## src/include/soqpsk_settings.svh

```systemverilog
`ifndef SOQPSK_SETTINGS_SVH
`define SOQPSK_SETTINGS_SVH

// Clocks per symbol, also the CIC interpolation ratio.
`define SOQPSK_INTERP 8
// Impulse magnitude for a +1 or -1 symbol.
`define SOQPSK_LEVEL 16384
// Arithmetic right shift in the output scaler.
`define SOQPSK_CIC_SHIFT 6
`define SOQPSK_SAMPLE_W 18
`define SOQPSK_CIC_W 34

`endif

```

## src/hw/soqpskPkg.sv

```systemverilog
`include "soqpsk_settings.svh"

package soqpskPkg;

   // ======================================================================
   // Ternary symbol of the SOQPSK-TG precoder
   // ======================================================================
   // Encoded as a 2-bit two's complement value.
   typedef enum logic [1:0] {
      symZero  = 2'b00,
      symPlus  = 2'b01,
      symMinus = 2'b11
   } symbol_t;

   // ======================================================================
   // Precoder output
   // ======================================================================
   typedef struct packed {
      symbol_t                            sym;
      logic signed [`SOQPSK_SAMPLE_W-1:0] impulse;   // +LEVEL, 0 or -LEVEL.
   } precodeOut_t;

endpackage

```

## src/hw/dspPkg.sv

```systemverilog
`include "soqpsk_settings.svh"

package dspPkg;

   // ======================================================================
   // Fixed-point sample types
   // ======================================================================
   typedef logic signed [`SOQPSK_SAMPLE_W-1:0] sample_t;

   // Integrator word of the CIC, wraps on overflow.
   typedef logic signed [`SOQPSK_CIC_W-1:0] cicWord_t;

   // Frequency word handed to the NCO.
   typedef struct packed {
      sample_t freq;
      logic    sat;   // Set when the scaler clamped.
   } freqWord_t;

endpackage

```

## src/hw/symbolTimer.sv

```systemverilog
`timescale 1ns/1ps
`include "soqpsk_settings.svh"

module symbolTimer (
   input  logic clk,
   input  logic reset,
   output logic symEn,
   output logic combEn
);

   localparam int COUNT_W = $clog2(`SOQPSK_INTERP);
   localparam logic [COUNT_W-1:0] LAST = COUNT_W'(`SOQPSK_INTERP - 1);
   localparam logic [COUNT_W-1:0] PRE_LAST = COUNT_W'(`SOQPSK_INTERP - 2);

   logic [COUNT_W-1:0] count;

   // symEn is high while count sits at LAST.
   always_ff @(posedge clk) begin
      if (reset) begin
         count  <= '0;
         symEn  <= 1'b0;
         combEn <= 1'b0;
      end else begin
         count  <= (count == LAST) ? '0 : count + 1'b1;
         symEn  <= (count == PRE_LAST);
         combEn <= symEn;   // Comb sees the freshly registered symbol.
      end
   end

endmodule

```

## src/hw/soqpskPrecoder.sv

```systemverilog
`timescale 1ns/1ps
`include "soqpsk_settings.svh"

module soqpskPrecoder (
   input  logic                   clk,
   input  logic                   reset,
   input  logic                   symEn,
   input  logic                   dataBit,
   output soqpskPkg::precodeOut_t precode
);

   import soqpskPkg::*;

   localparam int SW = `SOQPSK_SAMPLE_W;
   localparam logic signed [SW-1:0] LEVEL_POS = SW'(`SOQPSK_LEVEL);
   localparam logic signed [SW-1:0] LEVEL_NEG = -LEVEL_POS;

   logic        aPrev1;   // a(k-1), 1 means +1.
   logic        aPrev2;   // a(k-2).
   logic        oddSym;   // Parity of k.
   logic        bitChanged;
   logic        isPlus;
   precodeOut_t nextOut;

   // alpha = (-1)^(k+1) * a(k-1) * (a(k) - a(k-2)) / 2.
   always_comb begin
      bitChanged = dataBit ^ aPrev2;
      isPlus     = dataBit ^ aPrev1 ^ oddSym;
      if (!bitChanged) begin
         nextOut = '{sym: symZero, impulse: '0};
      end else if (isPlus) begin
         nextOut = '{sym: symPlus, impulse: LEVEL_POS};
      end else begin
         nextOut = '{sym: symMinus, impulse: LEVEL_NEG};
      end
   end

   always_ff @(posedge clk) begin
      if (reset) begin
         aPrev1  <= 1'b1;   // History starts at +1.
         aPrev2  <= 1'b1;
         oddSym  <= 1'b0;
         precode <= '{sym: symZero, impulse: '0};
      end else if (symEn) begin
         aPrev1  <= dataBit;
         aPrev2  <= aPrev1;
         oddSym  <= ~oddSym;
         precode <= nextOut;
      end
   end

endmodule

```

## src/hw/cicInterpolate.sv

```systemverilog
`timescale 1ns/1ps
`include "soqpsk_settings.svh"

module cicInterpolate (
   input  logic             clk,
   input  logic             reset,
   input  logic             clkEn,
   input  dspPkg::sample_t  dIn,
   output dspPkg::cicWord_t dOut
);

   import dspPkg::*;

   localparam int SW = `SOQPSK_SAMPLE_W;
   localparam int TW = SW + 2;
   localparam int CW = `SOQPSK_CIC_W;

   // ======================================================================
   // Comb, (1 - z)^3 = 1 - 3z + 3z^2 - z^3 in FIR form
   // ======================================================================
   logic signed [TW-1:0] xExt;
   logic signed [TW-1:0] x3;
   logic signed [TW-1:0] tap0;
   logic signed [TW-1:0] tap1;
   logic signed [TW-1:0] tap2;
   logic signed [TW-1:0] tap3;

   assign xExt = {{2{dIn[SW-1]}}, dIn};
   assign x3   = xExt + (xExt <<< 1);

   always_ff @(posedge clk) begin
      if (reset) begin
         tap0 <= '0;
         tap1 <= '0;
         tap2 <= '0;
         tap3 <= '0;
      end else if (clkEn) begin
         tap0 <= xExt;
         tap1 <= x3 - tap0;
         tap2 <= tap1 - x3;
         tap3 <= tap2 + xExt;
      end else begin
         tap3 <= '0;   // Zero stuffing.
      end
   end

   // ======================================================================
   // Integrators, every clock
   // ======================================================================
   cicWord_t combExt;
   cicWord_t acc0;
   cicWord_t acc1;
   cicWord_t acc2;

   assign combExt = {{(CW - TW){tap3[TW-1]}}, tap3};

   always_ff @(posedge clk) begin
      if (reset) begin
         acc0 <= '0;
         acc1 <= '0;
         acc2 <= '0;
      end else begin
         acc0 <= acc0 + combExt;
         acc1 <= acc1 + acc0;
         acc2 <= acc2 + acc1;
      end
   end

   assign dOut = acc2;

endmodule

```

## src/hw/freqScaler.sv

```systemverilog
`timescale 1ns/1ps
`include "soqpsk_settings.svh"

module freqScaler (
   input  logic              clk,
   input  logic              reset,
   input  dspPkg::cicWord_t  acc,
   output dspPkg::freqWord_t freqOut
);

   import dspPkg::*;

   localparam int SW = `SOQPSK_SAMPLE_W;
   localparam int CW = `SOQPSK_CIC_W;
   localparam int SHIFT = `SOQPSK_CIC_SHIFT;
   localparam cicWord_t ROUND = cicWord_t'(1) <<< (SHIFT - 1);
   localparam sample_t MAX_VAL = {1'b0, {(SW - 1){1'b1}}};
   localparam sample_t MIN_VAL = {1'b1, {(SW - 1){1'b0}}};

   cicWord_t       rounded;
   cicWord_t       shifted;
   logic [CW-SW:0] topBits;
   logic           overflow;
   freqWord_t      nextOut;

   always_comb begin
      rounded  = acc + ROUND;   // Round half up.
      shifted  = rounded >>> SHIFT;
      topBits  = shifted[CW-1:SW-1];
      overflow = !((&topBits) || !(|topBits));   // Fits only if all sign bits agree.
      nextOut.sat  = overflow;
      nextOut.freq = overflow ? (shifted[CW-1] ? MIN_VAL : MAX_VAL) : shifted[SW-1:0];
   end

   always_ff @(posedge clk) begin
      if (reset) freqOut <= '0;
      else       freqOut <= nextOut;
   end

endmodule

```

## src/hw/soqpskFreqPulse.sv

```systemverilog
`timescale 1ns/1ps

module soqpskFreqPulse (
   input  logic              clk,
   input  logic              reset,
   input  logic              dataBit,
   output logic              symEn,
   output soqpskPkg::symbol_t symOut,
   output dspPkg::freqWord_t freqOut
);

   import soqpskPkg::*;
   import dspPkg::*;

   logic        combEn;
   precodeOut_t precode;
   cicWord_t    cicOut;

   // ======================================================================
   // Symbol timing and precoding
   // ======================================================================
   symbolTimer uTimer (
      .clk    (clk),
      .reset  (reset),
      .symEn  (symEn),
      .combEn (combEn)
   );

   soqpskPrecoder uPrecoder (
      .clk     (clk),
      .reset   (reset),
      .symEn   (symEn),
      .dataBit (dataBit),
      .precode (precode)
   );

   assign symOut = precode.sym;   // To timing recovery or framing.

   // ======================================================================
   // Pulse shaping
   // ======================================================================
   cicInterpolate uCic (
      .clk   (clk),
      .reset (reset),
      .clkEn (combEn),
      .dIn   (precode.impulse),
      .dOut  (cicOut)
   );

   freqScaler uScaler (
      .clk     (clk),
      .reset   (reset),
      .acc     (cicOut),
      .freqOut (freqOut)
   );

endmodule

```

## config.mk

```make
export PLATFORM = sky130hd
export DESIGN_NAME = soqpskFreqPulse
export DESIGN_NICKNAME = d
export VERILOG_FILES = /design/src/hw/soqpskPkg.sv /design/src/hw/dspPkg.sv /design/src/hw/symbolTimer.sv /design/src/hw/soqpskPrecoder.sv /design/src/hw/cicInterpolate.sv /design/src/hw/freqScaler.sv /design/src/hw/soqpskFreqPulse.sv
export VERILOG_INCLUDE_DIRS = /design/src /design/src/include
export SDC_FILE = /design/constraint.sdc
export NUM_CORES = 1
export LEC_CHECK = 0
export BUFFER_PORTS_ARGS = -buffer_cell sky130_fd_sc_hd__clkbuf_2
export CORE_MARGIN = 2
export CORE_UTILIZATION = 40
export CTS_CLUSTER_SIZE = 25
export DETAILED_ROUTE_END_ITERATION = 7
export PLACE_DENSITY_LB_ADDON = 0.1
export SLEW_MARGIN = 0
export SYNTH_ARGS = -nofsm -noshare
export SYNTH_HDL_FRONTEND = slang
export SYNTH_SLANG_ARGS = --single-unit
```

## constraint.sdc

```tcl
create_clock -name clk -period 8.4 [get_ports clk]
set_clock_uncertainty 0.1 [all_clocks]
set_input_delay 0 -clock clk [delete_from_list [all_inputs] [get_ports clk]]
set_output_delay 0 -clock clk [all_outputs]
set_load 0.02 [all_outputs]
```

==> impl_metrics.yaml, run 1 <==
timing:
  period_share: 0.4599
  finalSetupTns_ps: 0
  slew_viol_final: 0
  rsz0062_at_grt: "false"
  setup-violations-final: 0
  fin_crit_ps: 3864
  fmaxAchievable_mhz: 258.8
  maxSlewHeadroom: 0.2347
  hold_ws_ps: 296.1
  tightest_slew_ps: 1144
  hold_violations: 0
finish:
  layout_common_cells: "121 x dfxtp_1, 106 x nor2_1, 79 x ha_1, 59 x a21oi_1, 45 x xnor2_1"
  drive_above_1_share: 0.09320
  instances_no_fill: 1146
  area_growth_pct: 11.85
  nets: 986
  n_fill_cell: 1814
  final_common_cell: "dfxtp_1"
  stdcell_area_um2: 8504
  diodes: 0
pwr:
  peakVddDrop_v: 0.0001230
  total_power_mw: 1.412
  cellPowerDensity_nw_per_um2: 166.1
  p_leak_nw: 3.622
min_path:
  min_delay_path_depth: 4
  min_path_type: "in2reg"
  holdPathEnd: "uPrecoder.aPrev1"
  min_from: "dataBit"
setup_path:
  arrival_ps: 4000
  regToRegEndpoint: "uScaler.freqOut[4]"
  worstPathRequired_ps: 8540
  rr_worst_depth: 8
  critical_path_class: "reg2reg"
  worst_r2r_startpoint: "uCic.dOut[5]"
  rrSetupSlack_ps: 4540
  worstSetupEndpointType: "flop"
  start_kind: "flop"
  crit_fanout: 18
global_route:
  grt.busiest_layer: "met2"
  grt_pass1_wl_mm: 28.88
  grt_max_degree: 55
  grt-ovfl-total: 0
  antenna_found_initial: 0
  grtUsageMet2: 0.3084
  grt_pass1_vias: 6144
  grt_use_total: 0.1778
  grtUsageMet1: 0.2194
  use_met3: 0.03172
drt:
  drt-total-wl_mm: 16.99
  vias: 6252
  routedWlPerCell_um: 14.83
  viasPerCell: 5.455
  dr.pass1.iters: 5
  drt_iter0_drc: 189
  ant_nets: 0
  drc: 0
die:
  dieArea_um2: 20130
  die_h_um: 141.9
  dieWidth_um: 141.9
  num_rows: 50
  initial_core_util: 0.4065
  core_um2: 18710
  io_pins: 25
synthesis:
  synth_area_per_cell_um2: 8.631
  synth_top_cell_area_share: 0.3186
  ys_warn_count: 0
  async_flop_share: 0
  ys_seq_area_frac: 0.3186
  synthesis.area_um2: 7604
  ys_types: 66
  synth-seq-cells: 121
  ys_top_cells_by_area: "dfxtp_1 32%, ha_1 13%, nor2_1 5.2%"
  synth_cells: 881
  synth_edf_count: 0
  synth_top_cell_by_area: "dfxtp_1"
  synth_ff_type: "dfxtp_1"
clock_tree:
  clock-root-buffer: "clkbuf_16"
  cts_buffers: 17
  max-clock-path-buffers: 2
  cts_tree: "built"
  htree_levels: 4
  cts.sinks: 121
  clock_latency_ps: 420
  clk_pin_slew_ps: 60
  ctsResizeCount: 0
placement:
  gp_congestion: 0.8404
  placedCellCount: 1112
  io_buffers: 24
  dp_hpwl_mm: 12.86
  dpl_cell_area_um2: 7895
run_status:
  outcome: "finished clean"
job:
  cap_violations: 0
-- how the worst max path moves through the flow --
stage	cells past startpoint	start	slack (ps)	end
after global placement	8	uCic.dOut[5]	4710	uScaler.freqOut[4]
final	8	uCic.dOut[5]	4540	uScaler.freqOut[4]
after global routing	8	uCic.dOut[5]	4200	uScaler.freqOut[4]
after detailed placement	8	uCic.dOut[5]	4530	uScaler.freqOut[4]
after CTS	8	uCic.dOut[5]	4500	uScaler.freqOut[4]
after floorplan	11	uCic.dOut[5]	5470	uScaler.freqOut[7]
-- kinds of logic (layout without fill, tap and decap cells) --
family                     after synthesis  after routing  synth area share
AOI/OAI and AO/OA                      212            212            0.1907
xor gates and xnor gates                75             75           0.08639
adders and majority gates               84             84            0.1432
buffers and inverters                   68             97           0.03702
DFF                                    121            121            0.3186
muxes                                   18             18           0.02435
other                                    1              3         0.0004932
and+or+nand+nor                        302            302            0.1993
-- through the flow --
step	utilization	worst slack, ps
6_report	0.4546	4536
5_1_grt	0.4546	4201
4_1_cts	0.4546	4501
3_5_place_dp	0.4221	4535
3_3_place_gp	0.4221	4708
2_1_floorplan	-	5473
-- power breakdown --
group / total, mW / switching, mW / internal, mW / leakage (nW)
clock network: 0.732 / 0.304 / 0.428 / 0.289
registers: 0.599 / 0.00824 / 0.591 / 0.977
logic: 0.0813 / 0.0536 / 0.0277 / 2.36
-- Yosys cell counts (all sizes together), types with 14 or more instances --
cell type / number
dfxtp: 121
nor2: 106
ha: 79
a21oi: 69
xnor2: 45
nand2: 42
inv: 38
o21ai: 31
xor2: 30
a21o: 29
nand3: 29
nor3: 24
nor2b: 19
clkbuf: 18
and3: 14
mux2i: 14
-- sequential cells by signal, indices dropped and copies added, names as in the netlist --
signal             flops
uScaler.freqOut       19
uPrecoder.oddSym       1
uCic.tap1              6
uCic.dOut             32
uCic.acc0             20
uTimer.combEn          1
uPrecoder.precode      2
uTimer.count           3
uTimer.symEn           1
uPrecoder.aPrev2       1
uPrecoder.aPrev1       1
uCic.tap0              2
uCic.tap2              6
uCic.acc1             20
uCic.tap3              6
-- metal layers --
metal  wire [µm]  vias up
li1            -     3215
met1        7947     2902
met2        8156      106
met3         523       29
met4         364        0
met5           0        -
-- layout make-up --
type,count,area (µm²),share of cell area
inverter,38,142.6,0.01677
timing repair buffer,27,150.1,0.01765
clock inverter,14,150.1,0.01765
sequential,121,2422,0.2848
tap,234,292.8,0.03443
clock buffer,18,439.2,0.05164
multi-input combinational,694,4907,0.5770
-- timing repair --
action / in CTS / in global routing
setup buffers: 0 / 0
endpoints found under the hold margin: 26 / 0
hold buffers: 2 / 0
-- worst max-delay path, stage by stage, from the launching register on --
cell,delay [ps]
dfxtp_1,400
ha_1,250
nand3_2,220
or3_1,640
nor4_1,600
mux2i_1,240
a32oi_1,100
o41ai_4,950
a31oi_1,180
(Power assumes the default switching activity.)
==> inputs of run 2 (changes only) <==
clock period = 3.6 ns   (was 8.4 ns; I/O delays follow)
==> run 2 against run 1 <==
  * Count of clock-buffer cells in the layout stayed put
  * Core utilization increased by 0.51 points
  * Final cell count grew 0.52%
  * Non-clock buffer count is 6 higher
  * Global-route usage increased by 0.30 points
  * Sequential power is 130% higher
  * Final area up 1.1%
  * Fmax is 19% higher
  * Routed wire length rose by 0.77%
  * Combinational power grew 140%
  * Hold slack got worse by 1.9 ps
  * Critical endpoint unchanged
  * Largest cell class unchanged
  * Largest power group unchanged
==> impl_metrics.yaml, run 2 (synthesized netlist as in run 1, its figures left out) <==
pwr:
  p_leak_nw: 3.673
  cellPowerDensity_nw_per_um2: 402.0
  total_power_mw: 3.457
  peakVddDrop_v: 0.0003255
timing:
  fin_crit_ps: 3252
  rsz0062_at_grt: "false"
  period_share: 0.9034
  finalSetupTns_ps: 0
  maxSlewHeadroom: 0.3900
  tightest_slew_ps: 913.8
  hold_violations: 0
  fmaxAchievable_mhz: 307.5
  setup-violations-final: 0
  slew_viol_final: 0
  fin_ws_ps: 347.8
die:
  dieArea_um2: 20130
  core_um2: 18710
  io_pins: 25
  die_h_um: 141.9
  dieWidth_um: 141.9
  initial_core_util: 0.4065
  num_rows: 50
job:
  cap_violations: 0
setup_path:
  start_kind: "flop"
  crit_fanout: 17
  startpoint: "uCic.dOut[5]"
  regToRegEndpoint: "uScaler.freqOut[4]"
  rrSetupSlack_ps: 350
  worstPathRequired_ps: 3850
  rr_worst_depth: 8
  worst_r2r_startpoint: "uCic.dOut[5]"
  worstSetupEndpointType: "flop"
  critical_path_class: "reg2reg"
  arrival_ps: 3500
finish:
  nets: 992
  final_common_cell: "dfxtp_1"
  fin_util: 0.4597
  diodes: 0
  seq_area_um2: 2422
  multiInputGateArea_um2: 4908
  area_growth_pct: 13.10
  instances_no_fill: 1152
  layout_common_cells: "121 x dfxtp_1, 106 x nor2_1, 79 x ha_1, 59 x a21oi_1, 45 x xnor2_1"
  largest_reg_flops: 32
  n_fill_cell: 1806
  drive_above_1_share: 0.09913
run_status:
  outcome: "finished clean"
placement:
  io_buffers: 24
  gp_congestion: 0.8633
  placedCellCount: 1118
  place_worst_setup_slack_ps: 269.2
  dp_hpwl_mm: 12.88
clock_tree:
  cts.sinks: 121
  cts_buffers: 17
  cts_setup_buffers: 0
  htree_levels: 4
  cts_tree: "built"
  max-clock-path-buffers: 2
  clk_pin_slew_ps: 60
  clock-root-buffer: "clkbuf_16"
  clock_latency_ps: 420
drt:
  routedWlPerCell_um: 14.86
  drt-total-wl_mm: 17.12
  drt_iter0_drc: 226
  ant_nets: 0
  viasPerCell: 5.462
  dr.pass1.iters: 5
  vias: 6292
  drc: 0
global_route:
  grt_pass1_wl_mm: 29.34
  antenna_found_initial: 0
  grt_pass1_vias: 6199
  grt_max_degree: 66
  grt_use_total: 0.1807
  grt-ovfl-total: 0
min_path:
  min_delay_path_depth: 4
  holdPathEnd: "uPrecoder.aPrev1"
  min_path_type: "in2reg"
  min_from: "dataBit"
run 2: where the power goes:
part,internal [mW],switching [mW]
logic,0.0672,0.126
clock network,1.18,0.689
registers,1.38,0.0186
run 2: repair_timing:
item	CTS	global route
endpoints found under the hold margin	32	0
hold buffers	2	0
endpoints found under the setup margin	0	2
resized for setup	0	1
run 2: through the flow:
stage          area, µm²  hold slack, ps
6_report            8600           294.2
3_3_place_gp        7940           153.4
2_1_floorplan       7611           28.59
5_1_grt             8600           299.3
3_5_place_dp        7940           172.5
4_1_cts             8598           284.5
run 2: worst max path at each step:
stage,slack [ps],to,cells after the start
final,350,uScaler.freqOut[4],8
after global routing,120,uScaler.freqOut[2],10
after CTS,260,uScaler.freqOut[4],8
after detailed placement,270,uScaler.freqOut[4],8
after global placement,370,uScaler.freqOut[4],8
after floorplan,670,uScaler.freqOut[7],11
run 2: critical path, cell delays in order, from the launching register on:
cell and delay (ps):
dfxtp_1 410, ha_1 240, nand3_2 230, or3_1 490, or4b_1 580, o32a_1 190
a21o_1 180, o41a_2 550, a31oi_1 200
run 2: layout make-up:
class                      count  share of cell area
tap                          234             0.03405
clock buffer                  18             0.04991
inverter                      38             0.01659
multi-input combinational    694              0.5708
sequential                   121              0.2817
timing repair buffer          33             0.02270
clock inverter                14             0.02430
run 2: per-layer routing:
layer  global-route usage  vias to the layer above  wire length (µm)
met4              0.06474                        0               318
li1                     -                     3224                 -
met3              0.03442                       24               505
met5                    0                        -                 0
met2               0.3204                      116              8361
met1               0.2181                     2928              7937
==> inputs of run 3 (changes only) <==
CORE_ASPECT_RATIO = 0.6   (was unset)
==> run 3 against run 2 <==
  * Flip-flop and latch count unchanged
  * Core utilization increased by 0.81 points
  * Global-route usage increased by 1.1 points
  * First-iteration DRC count increased by 110%
  * Critical path type unchanged
  * Largest cell class unchanged
==> impl_metrics.yaml, run 3 (synthesized netlist as in run 1, its figures left out) <==
finish:
  area_growth_pct: 12.92
  final_common_cell: "dfxtp_1"
  n_fill_cell: 1783
  nets: 996
  diodes: 0
  largest_reg_flops: 32
  drive_above_1_share: 0.1020
  layout_common_cells: "121 x dfxtp_1, 106 x nor2_1, 79 x ha_1, 59 x a21oi_1, 45 x xnor2_1"
run_status:
  outcome: "finished clean"
clock_tree:
  htree_levels: 4
  cts_buffers: 17
  cts.sinks: 121
  cts_tree: "built"
  clk_pin_slew_ps: 60
  clock_latency_ps: 430
  max-clock-path-buffers: 2
  clock-root-buffer: "clkbuf_16"
  ctsResizeCount: 0
  cts_setup_buffers: 0
drt:
  drc: 0
  routedWlPerCell_um: 16.23
  vias: 6322
  ant_nets: 0
  drt-total-wl_mm: 18.86
  viasPerCell: 5.441
  dr.pass1.iters: 5
  drt_iter0_drc: 480
placement:
  dp_hpwl_mm: 14.10
  place_worst_setup_slack_ps: 374.1
  gp_congestion: 0.9375
  io_buffers: 24
global_route:
  grt.busiest_layer: "met1"
  grt-ovfl-total: 0
  grt_use_total: 0.1914
  grtUsageMet2: 0.2368
  grt_pass1_wl_mm: 30.46
  use_met3: 0.04271
  grt_max_degree: 64
  antenna_found_initial: 0
  grtUsageMet1: 0.3150
  grt_pass1_vias: 5672
setup_path:
  start_kind: "flop"
  critical_path_class: "reg2reg"
  arrival_ps: 3550
  worstPathRequired_ps: 3850
  rrSetupSlack_ps: 290
  worst_r2r_startpoint: "uCic.dOut[5]"
  regToRegEndpoint: "uScaler.freqOut[7]"
  rr_worst_depth: 9
  crit_fanout: 18
  startpoint: "uCic.dOut[5]"
  worstSetupEndpointType: "flop"
job:
  cap_violations: 0
timing:
  fin_crit_ps: 3309
  setup-violations-final: 0
  fin_ws_ps: 290.8
  maxSlewHeadroom: 0.3828
  slew_viol_final: 0
  tightest_slew_ps: 924.6
  hold_violations: 0
  fmaxAchievable_mhz: 302.2
  finalSetupTns_ps: 0
  period_share: 0.9192
  rsz0062_at_grt: "false"
die:
  dieWidth_um: 182.0
  io_pins: 25
  core_um2: 18350
  dieArea_um2: 20160
  initial_core_util: 0.4143
  num_rows: 38
  die_h_um: 110.8
pwr:
  cellPowerDensity_nw_per_um2: 385.9
  peakVddDrop_v: 0.0003462
  p_leak_nw: 3.663
min_path:
  holdPathEnd: "uPrecoder.aPrev1"
  min_path_type: "in2reg"
  min_delay_path_depth: 4
  min_from: "dataBit"
run 3: cell count changes in the layout (fill, tap and decap cells not counted), sizes merged:
cell,change
buf,+4
bufinv,-2
clkbuf,+1
clkinv,+3
clkinvlp,+2
inv,-4
run 3: final cells by class:
class / instances / area (µm²) / area share
clock buffers: 19 / 442.9 / 0.05159
well taps: 240 / 300.3 / 0.03498
multi-input cells: 694 / 4907 / 0.5716
flip-flops and latches: 121 / 2422 / 0.2821
clock inverters: 13 / 145.1 / 0.01690
inverters: 38 / 142.6 / 0.01661
repair buffers: 37 / 225.2 / 0.02623
run 3: how the worst max path moves through the flow:
stage / to / slack, ps / cells after the start
floorplan: uScaler.freqOut[7] / 670 / 11
detailed placement: uScaler.freqOut[4] / 370 / 10
global placement: uScaler.freqOut[0] / 510 / 9
finish: uScaler.freqOut[7] / 290 / 9
CTS: uScaler.freqOut[7] / 340 / 9
global route: uScaler.freqOut[7] / 110 / 9
run 3: worst max-delay path, cell delays in order, from the launching register on:
cell,delay [ps]
dfxtp_1,400
ha_1,250
nand3_2,230
or3_1,490
or4b_1,610
o31ai_1,350
and2_1,270
o41ai_4,100
buf_4,230
a21oi_1,190
run 3: routing by layer:
| metal | routed length (µm) | share of wire |
|---|---|---|
| met2 | 6845 | 0.36 |
| met3 | 771 | 0.041 |
| met5 | 0 | 0 |
| met1 | 11060 | 0.59 |
| met4 | 180 | 0.0095 |
run 3: power by group:
part / leakage [nW] / switching (mW) / internal, mW
Clock: 0.280 / 0.671 / 1.04
Sequential: 0.977 / 0.0191 / 1.38
Combinational: 2.41 / 0.134 / 0.0683
run 3: timing repair:
item                                   CTS  global route
setup endpoints to repair                0             0
hold buffers                             2             0
endpoints found under the hold margin   35             0
run 3: through the flow:
step	std cells	util	instance area [µm²]	hold slack [ps]	power, mW
CTS	1162	0.4678	8586	259.0	3.354
global route	1162	0.4678	8586	320.7	3.444
detailed placement	1128	0.4347	7978	164.5	1.628
finish	1162	0.4678	8586	291.3	3.313
floorplan	883	-	7611	28.59	1.570
global placement	1128	0.4347	7978	149.6	1.621
